## src/common/pipePkg.sv

```systemverilog
`default_nettype none

package pipePkg;

    // Instruction address, one word per step.
    typedef logic [11:0] pcT;

    // Opcode in bits 15:13, branch target in bits 11:0.
    typedef logic [15:0] instrT;

    // Short cycle counts for multicycle units.
    typedef logic [3:0] cycT;

    typedef enum logic [2:0] {
        OP_ALU = 3'd0, // Moves through the pipe untouched.
        OP_MUL = 3'd1, // Holds Execute for MUL_CYCLES.
        OP_LD  = 3'd2, // Waits in Memory on the data memory.
        OP_BR  = 3'd3, // Always taken, target in the low bits.
        OP_EXC = 3'd4  // Traps in Memory.
    } opT;

    typedef enum logic [1:0] {
        HZ_RUN      = 2'd0, // No stale fetch outstanding.
        HZ_EXC_WAIT = 2'd1, // Exception redirect waiting on an old fetch.
        HZ_BR_WAIT  = 2'd2  // Branch redirect waiting on an old fetch.
    } hazStateT;

    localparam pcT RESET_PC = 12'h000;
    localparam pcT EXC_VECTOR = 12'h800;
    localparam cycT MUL_CYCLES = 4'd3;

    // The opcode field sits in the top bits of every instruction.
    localparam int OP_MSB = 15;
    localparam int OP_LSB = 13;

endpackage

`default_nettype wire

```

## src/busyTimer.sv

```systemverilog
`timescale 1ns/1ps
`default_nettype none

module busyTimer (
    input  logic clk,
    input  logic reset,
    input  logic start,
    input  pipePkg::cycT count,
    output logic busy
);
    import pipePkg::*;

    cycT remain;
    cycT loaded;
    cycT busyRun;
    logic load;

    // A start only counts when the timer is idle and has work to do.
    assign load = start && (remain == '0) && (count != '0);
    assign busy = load || (remain != '0); // Busy already in the start cycle.

    always_ff @(posedge clk) begin
        if (reset) begin
            remain <= '0;
        end else if (load) begin
            remain <= count - cycT'(1); // The start cycle is the first one.
        end else if (remain != '0) begin
            remain <= remain - cycT'(1);
        end
    end

    always_ff @(posedge clk) begin
        if (load) begin
            loaded <= count;
        end
    end

    // Number of busy cycles seen since the last start.
    always_ff @(posedge clk) begin
        if (reset) begin
            busyRun <= '0;
        end else if (load) begin
            busyRun <= cycT'(1);
        end else if (busy) begin
            busyRun <= busyRun + cycT'(1);
        end else begin
            busyRun <= '0;
        end
    end

    // The busy run never lasts longer than the count that started it.
    busyBounded: assert property (@(posedge clk) disable iff (reset)
        (busyRun != '0) |-> (busyRun <= loaded));

endmodule

`default_nettype wire

```

## src/stageReg.sv

```systemverilog
`timescale 1ns/1ps
`default_nettype none

module stageReg (
    input  logic clk,
    input  logic reset,
    input  logic stall,
    input  logic flush,
    input  logic inValid,
    input  pipePkg::pcT inPc,
    input  pipePkg::instrT inInstr,
    output logic outValid,
    output pipePkg::pcT outPc,
    output pipePkg::instrT outInstr
);

    always_ff @(posedge clk) begin
        if (reset) begin
            outValid <= 1'b0;
        end else if (flush) begin
            outValid <= 1'b0; // A bubble enters this stage.
        end else if (!stall) begin
            outValid <= inValid;
        end
    end

    // Payload follows the input whenever the stage moves.
    always_ff @(posedge clk) begin
        if (!stall) begin
            outPc <= inPc;
            outInstr <= inInstr;
        end
    end

endmodule

`default_nettype wire

```

## src/fetchUnit.sv

```systemverilog
`timescale 1ns/1ps
`default_nettype none

module fetchUnit (
    input  logic clk,
    input  logic reset,
    input  logic stallF,
    input  logic redirect,
    input  logic dropFetch,
    input  pipePkg::pcT redirectPc,
    input  logic imemValid,
    input  pipePkg::instrT imemData,
    output logic imemReq,
    output pipePkg::pcT imemAddr,
    output logic fetchPending,
    output logic fetchValid,
    output pipePkg::pcT fetchPc,
    output pipePkg::instrT fetchInstr
);
    import pipePkg::*;

    pcT pc;
    pcT reqPc;
    logic armed;
    logic accept;
    logic heldValid;
    pcT heldPc;
    instrT heldInstr;

    assign accept = imemValid && !dropFetch;
    assign imemReq = armed && !fetchPending && !stallF && !redirect; // One in flight.
    assign imemAddr = pc;
    assign fetchValid = heldValid || accept;
    assign fetchPc = heldValid ? heldPc : reqPc;
    assign fetchInstr = heldValid ? heldInstr : imemData;

    always_ff @(posedge clk) begin
        if (reset) begin
            pc <= RESET_PC;
            armed <= 1'b0;
            fetchPending <= 1'b0;
            heldValid <= 1'b0;
        end else begin
            armed <= 1'b1; // First request goes out one cycle after reset.
            if (redirect) begin
                pc <= redirectPc; // Any answer still due is dropped later.
            end else if (imemReq) begin
                pc <= pc + 1'b1;
            end
            if (imemReq) begin
                fetchPending <= 1'b1;
            end else if (imemValid) begin
                fetchPending <= 1'b0;
            end
            if (redirect) begin
                heldValid <= 1'b0;
            end else if (accept && stallF) begin
                heldValid <= 1'b1; // Decode is frozen, park the word here.
            end else if (!stallF) begin
                heldValid <= 1'b0;
            end
        end
    end

    always_ff @(posedge clk) begin
        if (imemReq) begin
            reqPc <= pc;
        end
        if (accept && stallF) begin
            heldPc <= reqPc;
            heldInstr <= imemData;
        end
    end

    // A new request waits until the previous one has been answered.
    singleOutstanding: assert property (@(posedge clk) disable iff (reset)
        imemReq |=> (!imemReq until imemValid));

endmodule

`default_nettype wire

```

## src/execUnit.sv

```systemverilog
`timescale 1ns/1ps
`default_nettype none

module execUnit (
    input  logic clk,
    input  logic reset,
    input  logic issueValid,
    input  pipePkg::instrT issueInstr,
    input  logic stallI,
    input  logic exValid,
    input  pipePkg::instrT exInstr,
    input  logic memValid,
    input  pipePkg::instrT memInstr,
    input  logic dmemReady,
    output logic branchTaken,
    output logic mulBusy,
    output logic excpM,
    output logic ldWait,
    output pipePkg::pcT redirectPc
);
    import pipePkg::*;

    opT issueOp;
    opT exOp;
    opT memOp;
    logic exFresh;
    logic exIsMul;
    logic timerBusy;

    assign issueOp = opT'(issueInstr[OP_MSB:OP_LSB]);
    assign exOp = opT'(exInstr[OP_MSB:OP_LSB]);
    assign memOp = opT'(memInstr[OP_MSB:OP_LSB]);

    assign branchTaken = issueValid && (issueOp == OP_BR) && !stallI;
    assign excpM = memValid && (memOp == OP_EXC);
    assign ldWait = memValid && (memOp == OP_LD) && !dmemReady;
    assign exIsMul = exValid && (exOp == OP_MUL);

    // Issue and Execute always hold together, so stallI says Execute held too.
    always_ff @(posedge clk) begin
        if (reset) begin
            exFresh <= 1'b0;
        end else begin
            exFresh <= !stallI;
        end
    end

    busyTimer mulTimer (
        .clk(clk),
        .reset(reset),
        .start(exIsMul && exFresh),
        .count(MUL_CYCLES),
        .busy(timerBusy)
    );

    assign mulBusy = timerBusy && exIsMul; // A flushed multiply stops stalling.

    // Exception wins over a branch in the same cycle.
    assign redirectPc = excpM ? EXC_VECTOR : pcT'(issueInstr[11:0]);

endmodule

`default_nettype wire

```

## src/hazard/hazardUnit.sv

```systemverilog
`timescale 1ns/1ps
`default_nettype none

module hazardUnit (
    input  logic clk,
    input  logic reset,
    input  logic fetchPending,
    input  logic imemValid,
    input  logic ldWait,
    input  logic mulBusy,
    input  logic branchTaken,
    input  logic excpM,
    output logic stallF,
    output logic redirect,
    output logic dropFetch,
    output logic stallD,
    output logic flushD,
    output logic stallI,
    output logic flushI,
    output logic stallE,
    output logic flushE,
    output logic stallM,
    output logic flushM,
    output logic flushW
);
    import pipePkg::*;

    hazStateT state;
    hazStateT stateNext;
    logic fetchWait;

    // A request is out and its answer has not shown up yet.
    assign fetchWait = fetchPending && !imemValid;

    always_ff @(posedge clk) begin
        if (reset) begin
            state <= HZ_RUN;
        end else begin
            state <= stateNext;
        end
    end

    always_comb begin
        stallF = 1'b0;
        redirect = 1'b0;
        dropFetch = 1'b0;
        stallD = 1'b0;
        flushD = 1'b0;
        stallI = 1'b0;
        flushI = 1'b0;
        stallE = 1'b0;
        flushE = 1'b0;
        stallM = 1'b0;
        flushM = 1'b0;
        flushW = 1'b0;
        stateNext = state;

        if (excpM) begin
            flushD = 1'b1;
            flushI = 1'b1;
            flushE = 1'b1;
            flushM = 1'b1;
            flushW = 1'b1; // The trapping instruction itself must not retire.
            redirect = 1'b1;
            if (fetchWait) begin
                stallF = 1'b1;
                stateNext = HZ_EXC_WAIT; // Its answer belongs to the old path.
            end
        end else if (ldWait) begin
            stallF = 1'b1;
            stallD = 1'b1;
            stallI = 1'b1;
            stallE = 1'b1;
            stallM = 1'b1;
            flushW = 1'b1; // Bubble into writeback while the load sits.
        end else if (mulBusy) begin
            stallF = 1'b1;
            stallD = 1'b1;
            stallI = 1'b1;
            stallE = 1'b1;
            flushM = 1'b1;
        end else if (branchTaken) begin
            flushD = 1'b1; // Squash the two younger slots behind the branch.
            flushI = 1'b1;
            redirect = 1'b1;
            if (fetchWait) begin
                stallF = 1'b1;
                stateNext = HZ_BR_WAIT;
            end
        end else if (fetchWait) begin
            stallF = 1'b1;
            flushD = 1'b1;
        end

        // First answer after a late redirect is from the wrong path.
        if ((state != HZ_RUN) && fetchPending && imemValid) begin
            dropFetch = 1'b1;
            stateNext = HZ_RUN;
        end
    end

    noStallAndFlush: assert property (@(posedge clk) disable iff (reset)
        !((stallD && flushD) || (stallI && flushI) || (stallE && flushE) || (stallM && flushM)));

    // A wait state always has a stale fetch outstanding that it can discard.
    waitHasFetch: assert property (@(posedge clk) disable iff (reset)
        (state != HZ_RUN) |-> fetchPending);

endmodule

`default_nettype wire

```

## src/pipeCtrlTop.sv

```systemverilog
`timescale 1ns/1ps
`default_nettype none

module pipeCtrlTop (
    input  logic clk,
    input  logic reset,
    output logic imemReq,
    output pipePkg::pcT imemAddr,
    input  logic imemValid,
    input  pipePkg::instrT imemData,
    input  logic dmemReady,
    output logic retireValid,
    output pipePkg::pcT retirePc
);
    import pipePkg::*;

    logic stallF, redirect, dropFetch;
    logic stallD, flushD, stallI, flushI;
    logic stallE, flushE, stallM, flushM, flushW;
    logic fetchPending, branchTaken, mulBusy, excpM, ldWait;
    pcT redirectPc;
    logic fetchValid, decValid, issValid, exValid, memValid;
    pcT fetchPc, decPc, issPc, exPc, memPc;
    instrT fetchInstr, decInstr, issInstr, exInstr, memInstr;

    fetchUnit fetch (
        .clk(clk), .reset(reset), .stallF(stallF), .redirect(redirect),
        .dropFetch(dropFetch), .redirectPc(redirectPc), .imemValid(imemValid),
        .imemData(imemData), .imemReq(imemReq), .imemAddr(imemAddr),
        .fetchPending(fetchPending), .fetchValid(fetchValid), .fetchPc(fetchPc),
        .fetchInstr(fetchInstr)
    );

    stageReg decodeReg (.clk(clk), .reset(reset), .stall(stallD), .flush(flushD),
        .inValid(fetchValid), .inPc(fetchPc), .inInstr(fetchInstr),
        .outValid(decValid), .outPc(decPc), .outInstr(decInstr));

    stageReg issueReg (.clk(clk), .reset(reset), .stall(stallI), .flush(flushI),
        .inValid(decValid), .inPc(decPc), .inInstr(decInstr),
        .outValid(issValid), .outPc(issPc), .outInstr(issInstr));

    stageReg executeReg (.clk(clk), .reset(reset), .stall(stallE), .flush(flushE),
        .inValid(issValid), .inPc(issPc), .inInstr(issInstr),
        .outValid(exValid), .outPc(exPc), .outInstr(exInstr));

    stageReg memoryReg (.clk(clk), .reset(reset), .stall(stallM), .flush(flushM),
        .inValid(exValid), .inPc(exPc), .inInstr(exInstr),
        .outValid(memValid), .outPc(memPc), .outInstr(memInstr));

    // Writeback never holds; each valid entry retires for exactly one cycle.
    stageReg writebackReg (.clk(clk), .reset(reset), .stall(1'b0), .flush(flushW),
        .inValid(memValid), .inPc(memPc), .inInstr(memInstr),
        .outValid(retireValid), .outPc(retirePc), .outInstr());

    execUnit exec (
        .clk(clk), .reset(reset), .issueValid(issValid), .issueInstr(issInstr),
        .stallI(stallI), .exValid(exValid), .exInstr(exInstr), .memValid(memValid),
        .memInstr(memInstr), .dmemReady(dmemReady), .branchTaken(branchTaken),
        .mulBusy(mulBusy), .excpM(excpM), .ldWait(ldWait), .redirectPc(redirectPc)
    );

    hazardUnit hazard (
        .clk(clk), .reset(reset), .fetchPending(fetchPending), .imemValid(imemValid),
        .ldWait(ldWait), .mulBusy(mulBusy), .branchTaken(branchTaken), .excpM(excpM),
        .stallF(stallF), .redirect(redirect), .dropFetch(dropFetch),
        .stallD(stallD), .flushD(flushD), .stallI(stallI), .flushI(flushI),
        .stallE(stallE), .flushE(flushE), .stallM(stallM), .flushM(flushM),
        .flushW(flushW)
    );

endmodule

`default_nettype wire

```

## config.mk

```make
export PLATFORM = sky130hd
export DESIGN_NAME = pipeCtrlTop
export DESIGN_NICKNAME = d
export VERILOG_FILES = /design/src/common/pipePkg.sv /design/src/busyTimer.sv /design/src/stageReg.sv /design/src/fetchUnit.sv /design/src/execUnit.sv /design/src/hazard/hazardUnit.sv /design/src/pipeCtrlTop.sv
export SDC_FILE = /design/constraint.sdc
export NUM_CORES = 1
export LEC_CHECK = 0
export ABC_AREA = 0
export BUFFER_PORTS_ARGS = -buffer_cell sky130_fd_sc_hd__buf_2
export CORE_MARGIN = 8
export CORE_UTILIZATION = 50
export DETAILED_ROUTE_END_ITERATION = 12
export MAX_ROUTING_LAYER = met4
export PLACE_DENSITY = 0.77
export SLEW_MARGIN = 40
export SYNTH_ARGS = -nofsm -noshare
export SYNTH_HDL_FRONTEND = slang
export SYNTH_SLANG_ARGS = --single-unit
export TNS_END_PERCENT = 5
```

## constraint.sdc

```tcl
create_clock -name clk -period 3.8 [get_ports clk]
set_input_delay 0.76 -clock clk [delete_from_list [all_inputs] [get_ports clk]]
set_output_delay 0.76 -clock clk [all_outputs]
set_load 0.005 [all_outputs]
```

; After elaboration in Yosys (flattened, before gate mapping)
; Index checks and enable logic that the tools add are counted.
[totals]
register_bits = 191
latchBits = 0
mem_bits_rw = 0
romBits = 0
mem_count = 0
[op_classes]
add_sub_neg = 2
mul = 0
n_div = 0
order_cmp = 0
n_eq_ne = 7
shifts = 0
n_mux = 40
bitwise = 0
reduce_logical = 41
[ops]
columns = cell, count
row1 = 12-bit 2-to-1 mux, 4
row2 = 1-bit 2-to-1 mux, 27
row3 = 1-bit logical AND, 17
row4 = 16-bit 2-to-1 mux, 1
row5 = 2-bit 2-to-1 mux, 8
row6 = 2-bit OR reduction, 7
row7 = 12-bit by 1-bit adder with 12-bit output (second input constant), 1
row8 = 2-bit nonzero test, 5
row9 = 1-bit zero test, 7
row10 = 3-bit by 2-bit == test with 1-bit output (second input constant), 2
row11 = 4-bit zero test, 1
row12 = 2-bit inequality test (second input constant), 2
row13 = 4-bit AND reduction, 1
row14 = 4-bit nonzero test, 1
row15 = 4-bit by 1-bit subtractor with 4-bit output (second input constant), 1
row16 = 3-bit by 1-bit == test with 1-bit output (second input constant), 1
row17 = 3-bit == test (second input constant), 1
row18 = 1-bit logical OR, 2
row19 = 2-bit by 1-bit inequality test with 1-bit output (second input constant), 1

; Logic depth before layout (Yosys ltp)
; Gate-level depths: netlist of the first run.
[depth]
ltp_word = 19
ltp_mapped = 9
ltp_nobuf = 8

; Modules after synthesis
; A second synthesis of the first run with hierarchy kept.
[unflattened]
cells_unflattened = 400
area_unflattened_um2 = 7353.3
[modules_own_cells]
columns = module, n_inst, cells_per_inst, area_per_inst_um2, seq_area_each_um2
row1 = stageReg, 5, 32, 884.6, 860.8
row2 = fetchUnit, 1, 161, 2307.2, 1501.4
row3 = busyTimer, 1, 28, 236.5, 80.1
row4 = hazardUnit, 1, 25, 200.2, 40.0
row5 = execUnit, 1, 25, 182.7, 20.0
row6 = pipeCtrlTop, 1, 1, 3.8, 0.0

; Worst setup path before layout of the first run
; No wires, ideal clock.
[synth_path]
path_kind = in2reg
from = input port dmemReady
to = register fetch.heldInstr[0] (enable)
setup_ns = 0.386
arrival_ns = 2.455
setup_slack_ns = 0.959
stages = 5
path_buffers = 0
cell_sequence = nor4b_1 > and2_4 > inv_2 > a21oi_1 > and3_1
[synth_between]
elab_chain_len = 5
[synth_rtl]
columns = element, line_no
row1 = from (decl), pipeCtrlTop.sv:11  ; input logic dmemReady,
row2 = 1-bit zero test, execUnit.sv:36  ; assign ldWait = memValid && (memOp == OP_LD) && !dmemReady;
row3 = 1-bit logical AND, execUnit.sv:36
row4 = 1-bit 2-to-1 mux, hazardUnit.sv:69  ; end else if (ldWait) begin
row5 = 1-bit 2-to-1 mux, hazardUnit.sv:58  ; if (excpM) begin
row6 = 1-bit logical AND, fetchUnit.sv:69  ; if (accept && stallF) begin
row7 = to (signal assigned), fetchUnit.sv:71  ; heldInstr <= imemData;
row8 = to (decl), fetchUnit.sv:28  ; instrT heldInstr;
; No other way between the ends.
; A chain may end at the register's enable or synchronous reset.

; Final worst setup path of the first run
[layout_path]
from = register exec.mulTimer.remain[0]
to = output port imemReq
[layout_between]
elab_chain_len = 15
elab_cells_between_ends = 21
classes_between = 10 x mux / 11 x reduce/logical
[layout_rtl]
columns = element, line_no
row1 = from (decl), busyTimer.sv:13  ; cycT remain;
row2 = from (signal assigned), busyTimer.sv:26  ; remain <= count - cycT'(1);
row3 = from (signal assigned), busyTimer.sv:28  ; remain <= remain - cycT'(1);
row4 = 4-bit zero test, busyTimer.sv:19  ; assign load = start && (remain == '0) && (count != '0);
row5 = 1-bit logical AND, busyTimer.sv:19
row6 = 1-bit logical OR *, busyTimer.sv:20  ; assign busy = load || (remain != '0);
row7 = 1-bit logical AND *, execUnit.sv:56  ; assign mulBusy = timerBusy && exIsMul;
row8 = 1-bit 2-to-1 mux, hazardUnit.sv:76  ; end else if (mulBusy) begin
row9 = 1-bit 2-to-1 mux, hazardUnit.sv:69
row10 = 1-bit 2-to-1 mux, hazardUnit.sv:58
row11 = 1-bit zero test, n/a
row12 = 1-bit logical AND, execUnit.sv:34  ; assign branchTaken = issueValid && (issueOp == OP_BR) && !stallI;
row13 = 1-bit 2-to-1 mux, hazardUnit.sv:82  ; end else if (branchTaken) begin
row14 = 1-bit 2-to-1 mux, hazardUnit.sv:76
row15 = 1-bit 2-to-1 mux, hazardUnit.sv:69
row16 = 1-bit 2-to-1 mux, hazardUnit.sv:58
row17 = 1-bit zero test, fetchUnit.sv:31  ; assign imemReq = armed && !fetchPending && !stallF && !redirect;
row18 = 1-bit logical AND *, fetchUnit.sv:31
row19 = to (decl), pipeCtrlTop.sv:7  ; output logic imemReq,
; Every way passes the cells marked *; elsewhere a longest branch is shown, timed or not.

==> results of run 1 <==
## flip-flops by register name, indices dropped and copies added, names as in the netlist, 2 cells and up
register	count
fetch.imemAddr	12
issueReg.outInstr	15
hazard.state	2
fetch.reqPc	12
issueReg.outPc	12
memoryReg.outInstr	3
decodeReg.outPc	12
decodeReg.outInstr	15
fetch.heldInstr	15
exec.mulTimer.remain	4
writebackReg.outPc	12
memoryReg.outPc	12
executeReg.outPc	12
fetch.heldPc	12
executeReg.outInstr	3
## power by group through the flow
stage	combinational, mW	clock, mW	sequential [mW]
6_report	0.204	1.68	2.08
5_1_grt	0.231	1.79	2.09
4_1_cts	0.205	1.71	2.08
3_5_place_dp	0.202	0	2.12
3_3_place_gp	0.192	0	2.11
2_1_floorplan	0.168	0	2.10
## cell families after synthesis
logic type	after synthesis	share of synthesized area [%]
flip-flops	162	78.01
AND/OR/NAND/NOR	73	7.265
AO/OA/AOI/OAI	56	6.959
multiplexers	30	5.825
buffers and inverters	18	1.505
adder cells (fa/ha/maj)	2	0.4362
## worst max-delay path, delay by kind of cell (launching register included)
| family | cells | cell delay, ps |
|---|---|---|
| DFF | 1 | 310 |
| buffers and inverters | 2 | 240 |
| adders and majority gates | 1 | 210 |
| and+or+nand+nor | 3 | 910 |
| AOI/OAI and AO/OA | 1 | 260 |
## final timing paths
kind                                                      startpoint                            end  slack, ps  cells past startpoint
worst max register to register      memoryReg.outInstr[13]$_DFFE_PN_    issueReg.outPc[1]$_DFFE_PN_        710                      6
worst max-delay path            exec.mulTimer.remain[0]$_SDFFE_PP0N_                        imemReq        690                      7
worst min-delay path                    memoryReg.outPc[3]$_DFFE_PN_  writebackReg.outPc[3]$_DFF_P_        340                      0
worst min register to register          memoryReg.outPc[3]$_DFFE_PN_  writebackReg.outPc[3]$_DFF_P_        340                      0
## cell usage in the layout, fill, tap and decap left out, drive strengths merged, types with 2 or more instances in the layout
cell / count
clkinvlp: 3
o21a: 2
nand4: 3
a31oi: 2
buf: 49
dfxtp: 39
inv: 9
nand2: 19
a21oi: 14
o21ai: 9
and2: 3
a211oi: 7
o211ai: 3
and3: 5
clkinv: 7
nor3: 7
clkbuf: 18
edfxtp: 123
nand3: 8
o32ai: 3
o22ai: 3
ha: 2
mux2i: 3
bufinv: 3
a32o: 4
mux2: 27
nand2b: 2
nor2b: 2
nor2: 12
## area by class of cell
class | instances | area (sq um) | area share (%)
Timing Repair Buffer | 49 | 257.7 | 3.841
Tap cell | 143 | 178.9 | 2.666
Clock inverter | 14 | 162.7 | 2.424
Sequential cell | 162 | 4476 | 66.70
Clock buffer | 18 | 429.2 | 6.396
Inverter | 8 | 31.28 | 0.4662
Multi-Input combinational cell | 161 | 1175 | 17.51
## per-layer routing
layer | GRT usage, % | up-vias
met1 | 14.48 | 1504
met5 | - | -
met3 | 3.425 | 19
li1 | - | 1450
met4 | 7.976 | 0
met2 | 22.70 | 70
## per-stage QoR
step                std cells  instance area, sq um
floorplan                 341                  5736
global placement          523                  6116
detailed placement        523                  6117
CTS                       555                  6709
global route              555                  6710
finish                    555                  6710
==> out/qor.yml, run 1 <==
global_route:
  antenna_found_initial: 0
  grt_max_degree: 43
  first_global_vias: 3217
  overflow: 0
  grt_pass1_wl_microns: 15320
  track_usage_pct: 13.60
timing:
  timing.fmax_ghz: 0.3219
  hold_ws_ps: 338.1
  drv_slew: 0
  maxSlewHeadroom_pct: 44.13
  setup_violations: 0
  max_slew.worst_pin.slew_ps: 834.9
  setup_ws_ps: 693.3
  fin_crit_sh_pct: 81.75
  final.setup.tns_ps: 0
  finalHoldViolations: 0
  clock_skew_ps: 5.786
  rsz0062_at_grt: "no"
  final.min_clock_period_ps: 3107
pwr:
  p_per_area_nw_per_um2: 590.6
  power.share.clock_pct: 42.4
  swShare_pct: 20.49
  intPower_mw: 3.151
  power_frac_seq_pct: 52.5
  p_switching_mw: 0.8121
  power_frac_comb_pct: 5.1
  vdd_drop_max_uv: 358.3
  p_leak_nw: 2.510
  power_mw: 3.963
finish:
  drive_above_1_share_pct: 28.64
  num_antenna_cells: 0
  fillers: 861
  final_core_util_pct: 59.27
  layout.nets: 421
  areaGrowthSynthToFinish_pct: 16.99
cts:
  h-tree-depth: 4
  postCtsSetupRepairBufs: 0
  clk_pin_slew_ps: 60
  cts_tree: "yes"
  cts_resized: 0
  cts_buffers: 17
  cts_buffer_depth: 2
  numClockSinks: 162
  cts_hold_buf: 0
  insertion_delay_ps: 410
  ctsRootBufferMaster: "clkbuf_16"
logic_synthesis:
  synth_commonest_cells: "edfxtp_1 (123), dfxtp_1 (39), mux2_2 (27), nand2_1 (18), a21oi_1 (14)"
  synth_top_area_share_pct: 64.40
  synth_edf_count: 123
  ys_ff_latch: 162
  yosysTopAreaCell: "edfxtp_1"
  synthFlopType: "edfxtp_1"
  syn_inst: 341
  syn-num-nets: 363
  synthDistinctLibCells: 57
  synth_area_sq_um: 5736
  synth-async-reset-ratio_pct: 0
  syn_area_per_cell_sq_um: 16.82
  synth_seq_area_share_pct: 78.01
  synth-warning-count: 0
  synthTopCellsByArea: "edfxtp_1 (64%), dfxtp_1 (14%), mux2_2 (5.3%), a21oi_1 (1.2%), nand2_1 (1.2%)"
  yosysMostFrequentCell: "edfxtp_1"
floorplanning:
  num_rows: 39
  die_w_microns: 123.1
  dieHeight_microns: 123.1
  start_util_pct: 50.66
  top_level_ports: 46
  fp.dieArea_sq_um: 15150
  core_sq_um: 11320
placed_design:
  port_buffers: 44
  preCtsSetupSlack_ps: 514.9
  gp_congestion: 0.8803
  dp_hpwl_microns: 6268
worst_hold_path:
  worstHoldPathType: "flip-flop to flip-flop"
job:
  drv_cap: 0
route:
  drt-met1-wl_microns: 3925
  ant_nets: 0
  finalWirelength_microns: 9423
  routed.top_layer: "met4"
  via_per_inst: 5.483
  wl_met3_microns: 423
  vias: 3043
  drtPass1Iterations: 4
  drc_errors: 0
  drt_iter0_drc: 233
  wl_met2_microns: 4852
  post_drt_wl_per_cell_microns: 16.98
critical_path:
  worstPathMaxFanout: 9
  crit_chain: "inv_1 > ha_1 > or3b_1 > o21ai_4 > nand2_2 > nor2_1 > buf_2"
  path_class: "flip-flop to output pin"
  cpPeakStageDelay_ps: 490
  crit_slowest_cell: "or3b_1"
  end_kind: "output pin"
  cp-start-kind: "flip-flop"
  required_ps: 3040
  critPathArrivalTime_ps: 2350
outcome:
  status: "finished, final reports clean"
No activity file was read; power rests on OpenSTA's default activity.
==> inputs of run 2 (changes only) <==
--- a/config.mk
+++ b/config.mk
@@ -5,7 +5,7 @@
 export SDC_FILE = /design/constraint.sdc
 export NUM_CORES = 1
 export LEC_CHECK = 0
-export ABC_AREA = 0
+export ABC_AREA = 1
 export BUFFER_PORTS_ARGS = -buffer_cell sky130_fd_sc_hd__buf_2
 export CORE_MARGIN = 8
 export CORE_UTILIZATION = 50
==> constraint.sdc (replaced) <==
create_clock -name clk -period 3.1 [get_ports clk]
set_input_delay 0.62 -clock clk [delete_from_list [all_inputs] [get_ports clk]]
set_output_delay 0.62 -clock clk [all_outputs]
set_load 0.005 [all_outputs]
==> out/qor.yml, run 2 <==
outcome:
  status: "finished, final reports clean"
cts:
  h-tree-depth: 4
  postCtsSetupRepairBufs: 0
  cts_tree: "yes"
  cts_resized: 0
  insertion_delay_ps: 420
  numClockSinks: 162
  cts_hold_buf: 0
  clk_pin_slew_ps: 60
  cts_buffer_depth: 2
  cts_buffers: 17
  ctsRootBufferMaster: "clkbuf_16"
pwr:
  power_frac_seq_pct: 51.5
  power.share.clock_pct: 42.1
  vdd_drop_max_uv: 583.9
  intPower_mw: 3.972
  p_per_area_nw_per_um2: 725.0
  power_frac_comb_pct: 6.3
  p_leak_nw: 2.871
  power_mw: 5.013
  p_switching_mw: 1.040
  swShare_pct: 20.76
timing:
  rsz0062_at_grt: "no"
  clock_skew_ps: 6.723
  fin_crit_sh_pct: 88.96
  hold_ws_ps: 338.8
  drv_slew: 0
  max_slew.worst_pin.slew_ps: 768.3
  final.setup.tns_ps: 0
  setup_ws_ps: 342.1
  final.min_clock_period_ps: 2758
  maxSlewHeadroom_pct: 48.78
  setup_violations: 0
  timing.fmax_ghz: 0.3626
  finalHoldViolations: 0
route:
  ant_nets: 0
  drc_errors: 0
  drtPass1Iterations: 4
  finalWirelength_microns: 9394
  via_per_inst: 4.959
  post_drt_wl_per_cell_microns: 13.84
  vias: 3367
  drt_iter0_drc: 215
finish:
  drive_above_1_share_pct: 19.03
  final_cells: 679
  top_regs: "decodeReg.outInstr: 15 flops, fetch.heldInstr: 15 flops, issueReg.outInstr: 15 flops"
  areaGrowthSynthToFinish_pct: 16.75
  layout.nets: 545
  final_common_cell: "nand2_1"
  finish.instance_area_sq_um: 6914
  fillers: 885
  num_antenna_cells: 0
  layout_common_cells: "nand2_1 (147), edfxtp_1 (123), buf_2 (44), dfxtp_1 (38), inv_1 (30)"
  final_core_util_pct: 60.29
logic_synthesis:
  synth_edf_count: 123
  synthMuxAreaShare_pct: 0
  synth_top_family_by_area: "simple AND/OR/NAND/NOR gates"
  synth-warning-count: 0
  synth_top_area_share_pct: 62.37
  syn_inst: 464
  synthXorXnorAreaFrac_pct: 0.8874
  synth_seq_area_share_pct: 75.55
  synthDistinctLibCells: 33
  ys_ff_latch: 162
  synthTopCellsByArea: "edfxtp_1 (62%), dfxtp_1 (13%), nand2_1 (9.3%), nand3_1 (2.0%), inv_1 (2.0%)"
  synth-async-reset-ratio_pct: 0
  synthAdderAreaFrac_pct: 0.4226
  synth-simple-area-share_pct: 17.37
  synth_compound_area_share_pct: 2.557
  yosysMostFrequentCell: "nand2_1"
  synth_commonest_cells: "nand2_1 (147), edfxtp_1 (123), dfxtp_1 (39), inv_1 (31), nand3_1 (24)"
  synthFlopType: "edfxtp_1"
  synth_area_sq_um: 5922
  yosysTopAreaCell: "edfxtp_1"
  syn_area_per_cell_sq_um: 12.76
  syn-num-nets: 486
global_route:
  grt_max_degree: 64
  antenna_found_initial: 0
  track_usage_pct: 13.19
  grt_pass1_wl_microns: 16050
  overflow: 0
  first_global_vias: 3463
critical_path:
  cp-start-kind: "flip-flop"
  worstPathMaxFanout: 19
  critPathArrivalTime_ps: 2140
  required_ps: 2480
  path_class: "flip-flop to output pin"
  rrSetupSlack_ps: 670
  end_kind: "output pin"
placed_design:
  preCtsSetupSlack_ps: 668.3
  gp_congestion: 0.8543
  dpl_cell_area_sq_um: 6306
  dp_cells: 647
  dp_hpwl_microns: 6300
  port_buffers: 44
floorplanning:
  start_util_pct: 51.64
  top_level_ports: 46
  dieHeight_microns: 124.8
  die_w_microns: 124.8
  core_sq_um: 11470
  fp.dieArea_sq_um: 15580
  num_rows: 39
job:
  drv_cap: 0
worst_hold_path:
  worstHoldPathType: "flip-flop to flip-flop"
==> run 2: cell types whose count changed in the layout (fill, tap and decap cells not counted), moves of 4 or more <==
cell,before,now
nand3_1,8,24
nor2_1,12,21
nor2_2,0,4
and3_1,5,0
a21oi_1,14,9
a32o_1,4,0
clkinv_2,5,0
mux2_2,27,0
nand2_1,18,147
xor2_1,0,4
o21ai_0,5,10
a211oi_1,7,1
inv_1,6,30
==> run 2: power groups by stage <==
stage               combinational [mW]  clock [mW]  sequential, mW
floorplan                        0.229           0            2.61
global placement                 0.298           0            2.62
detailed placement               0.318           0            2.63
CTS                              0.320        2.16            2.59
global route                     0.353        2.24            2.60
finish                           0.317        2.11            2.58
==> run 2: layer usage <==
metal  vias up  GRT usage, %  wire length (microns)
met5         -             -                      0
met2        83         22.51                   4961
met4         0         6.443                    133
met3        12         4.468                    482
li1       1692             -                      -
met1      1580         13.34                   3817
==> run 2: worst paths after layout <==
check	from	to	depth (start not counted)
setup / recovery	exec.mulTimer.remain[0]$_SDFFE_PP0N_	imemReq	10
hold reg to reg	memoryReg.outPc[3]$_DFFE_PN_	writebackReg.outPc[3]$_DFF_P_	0
hold / removal	memoryReg.outPc[3]$_DFFE_PN_	writebackReg.outPc[3]$_DFF_P_	0
setup reg to reg	exec.mulTimer.remain[0]$_SDFFE_PP0N_	issueReg.outValid$_SDFFE_PP0N_	10
==> run 2: final cells by class <==
| class | instances | area (sq um) | area share [%] |
|---|---|---|---|
| Inverter | 35 | 133.9 | 1.936 |
| Timing Repair Buffer | 49 | 257.7 | 3.728 |
| Clock buffer | 24 | 481.7 | 6.967 |
| Tap cell | 143 | 178.9 | 2.588 |
| Sequential cell | 162 | 4476 | 64.73 |
| Clock inverter | 8 | 126.4 | 1.828 |
| Multi-Input combinational cell | 258 | 1260 | 18.22 |
==> run 2: logic make-up (layout without fill, tap and decap cells) <==
kind of cell               after synthesis  count (layout)
AOI/OAI and AO/OA                       27              27
xor gates and xnor gates                 6               6
DFF                                    162             162
and+or+nand+nor                        223             223
adders and majority gates                2               2
buffers and inverters                   44             116
==> run 2: worst max-delay path, stage by stage (launching register included) <==
cell	delay (ps)
dfxtp_1	310
inv_1	90
ha_1	210
nand2_2	110
o21ai_4	210
nand3_4	250
nand2_4	190
inv_4	80
nand2_1	70
inv_1	60
buf_2	130
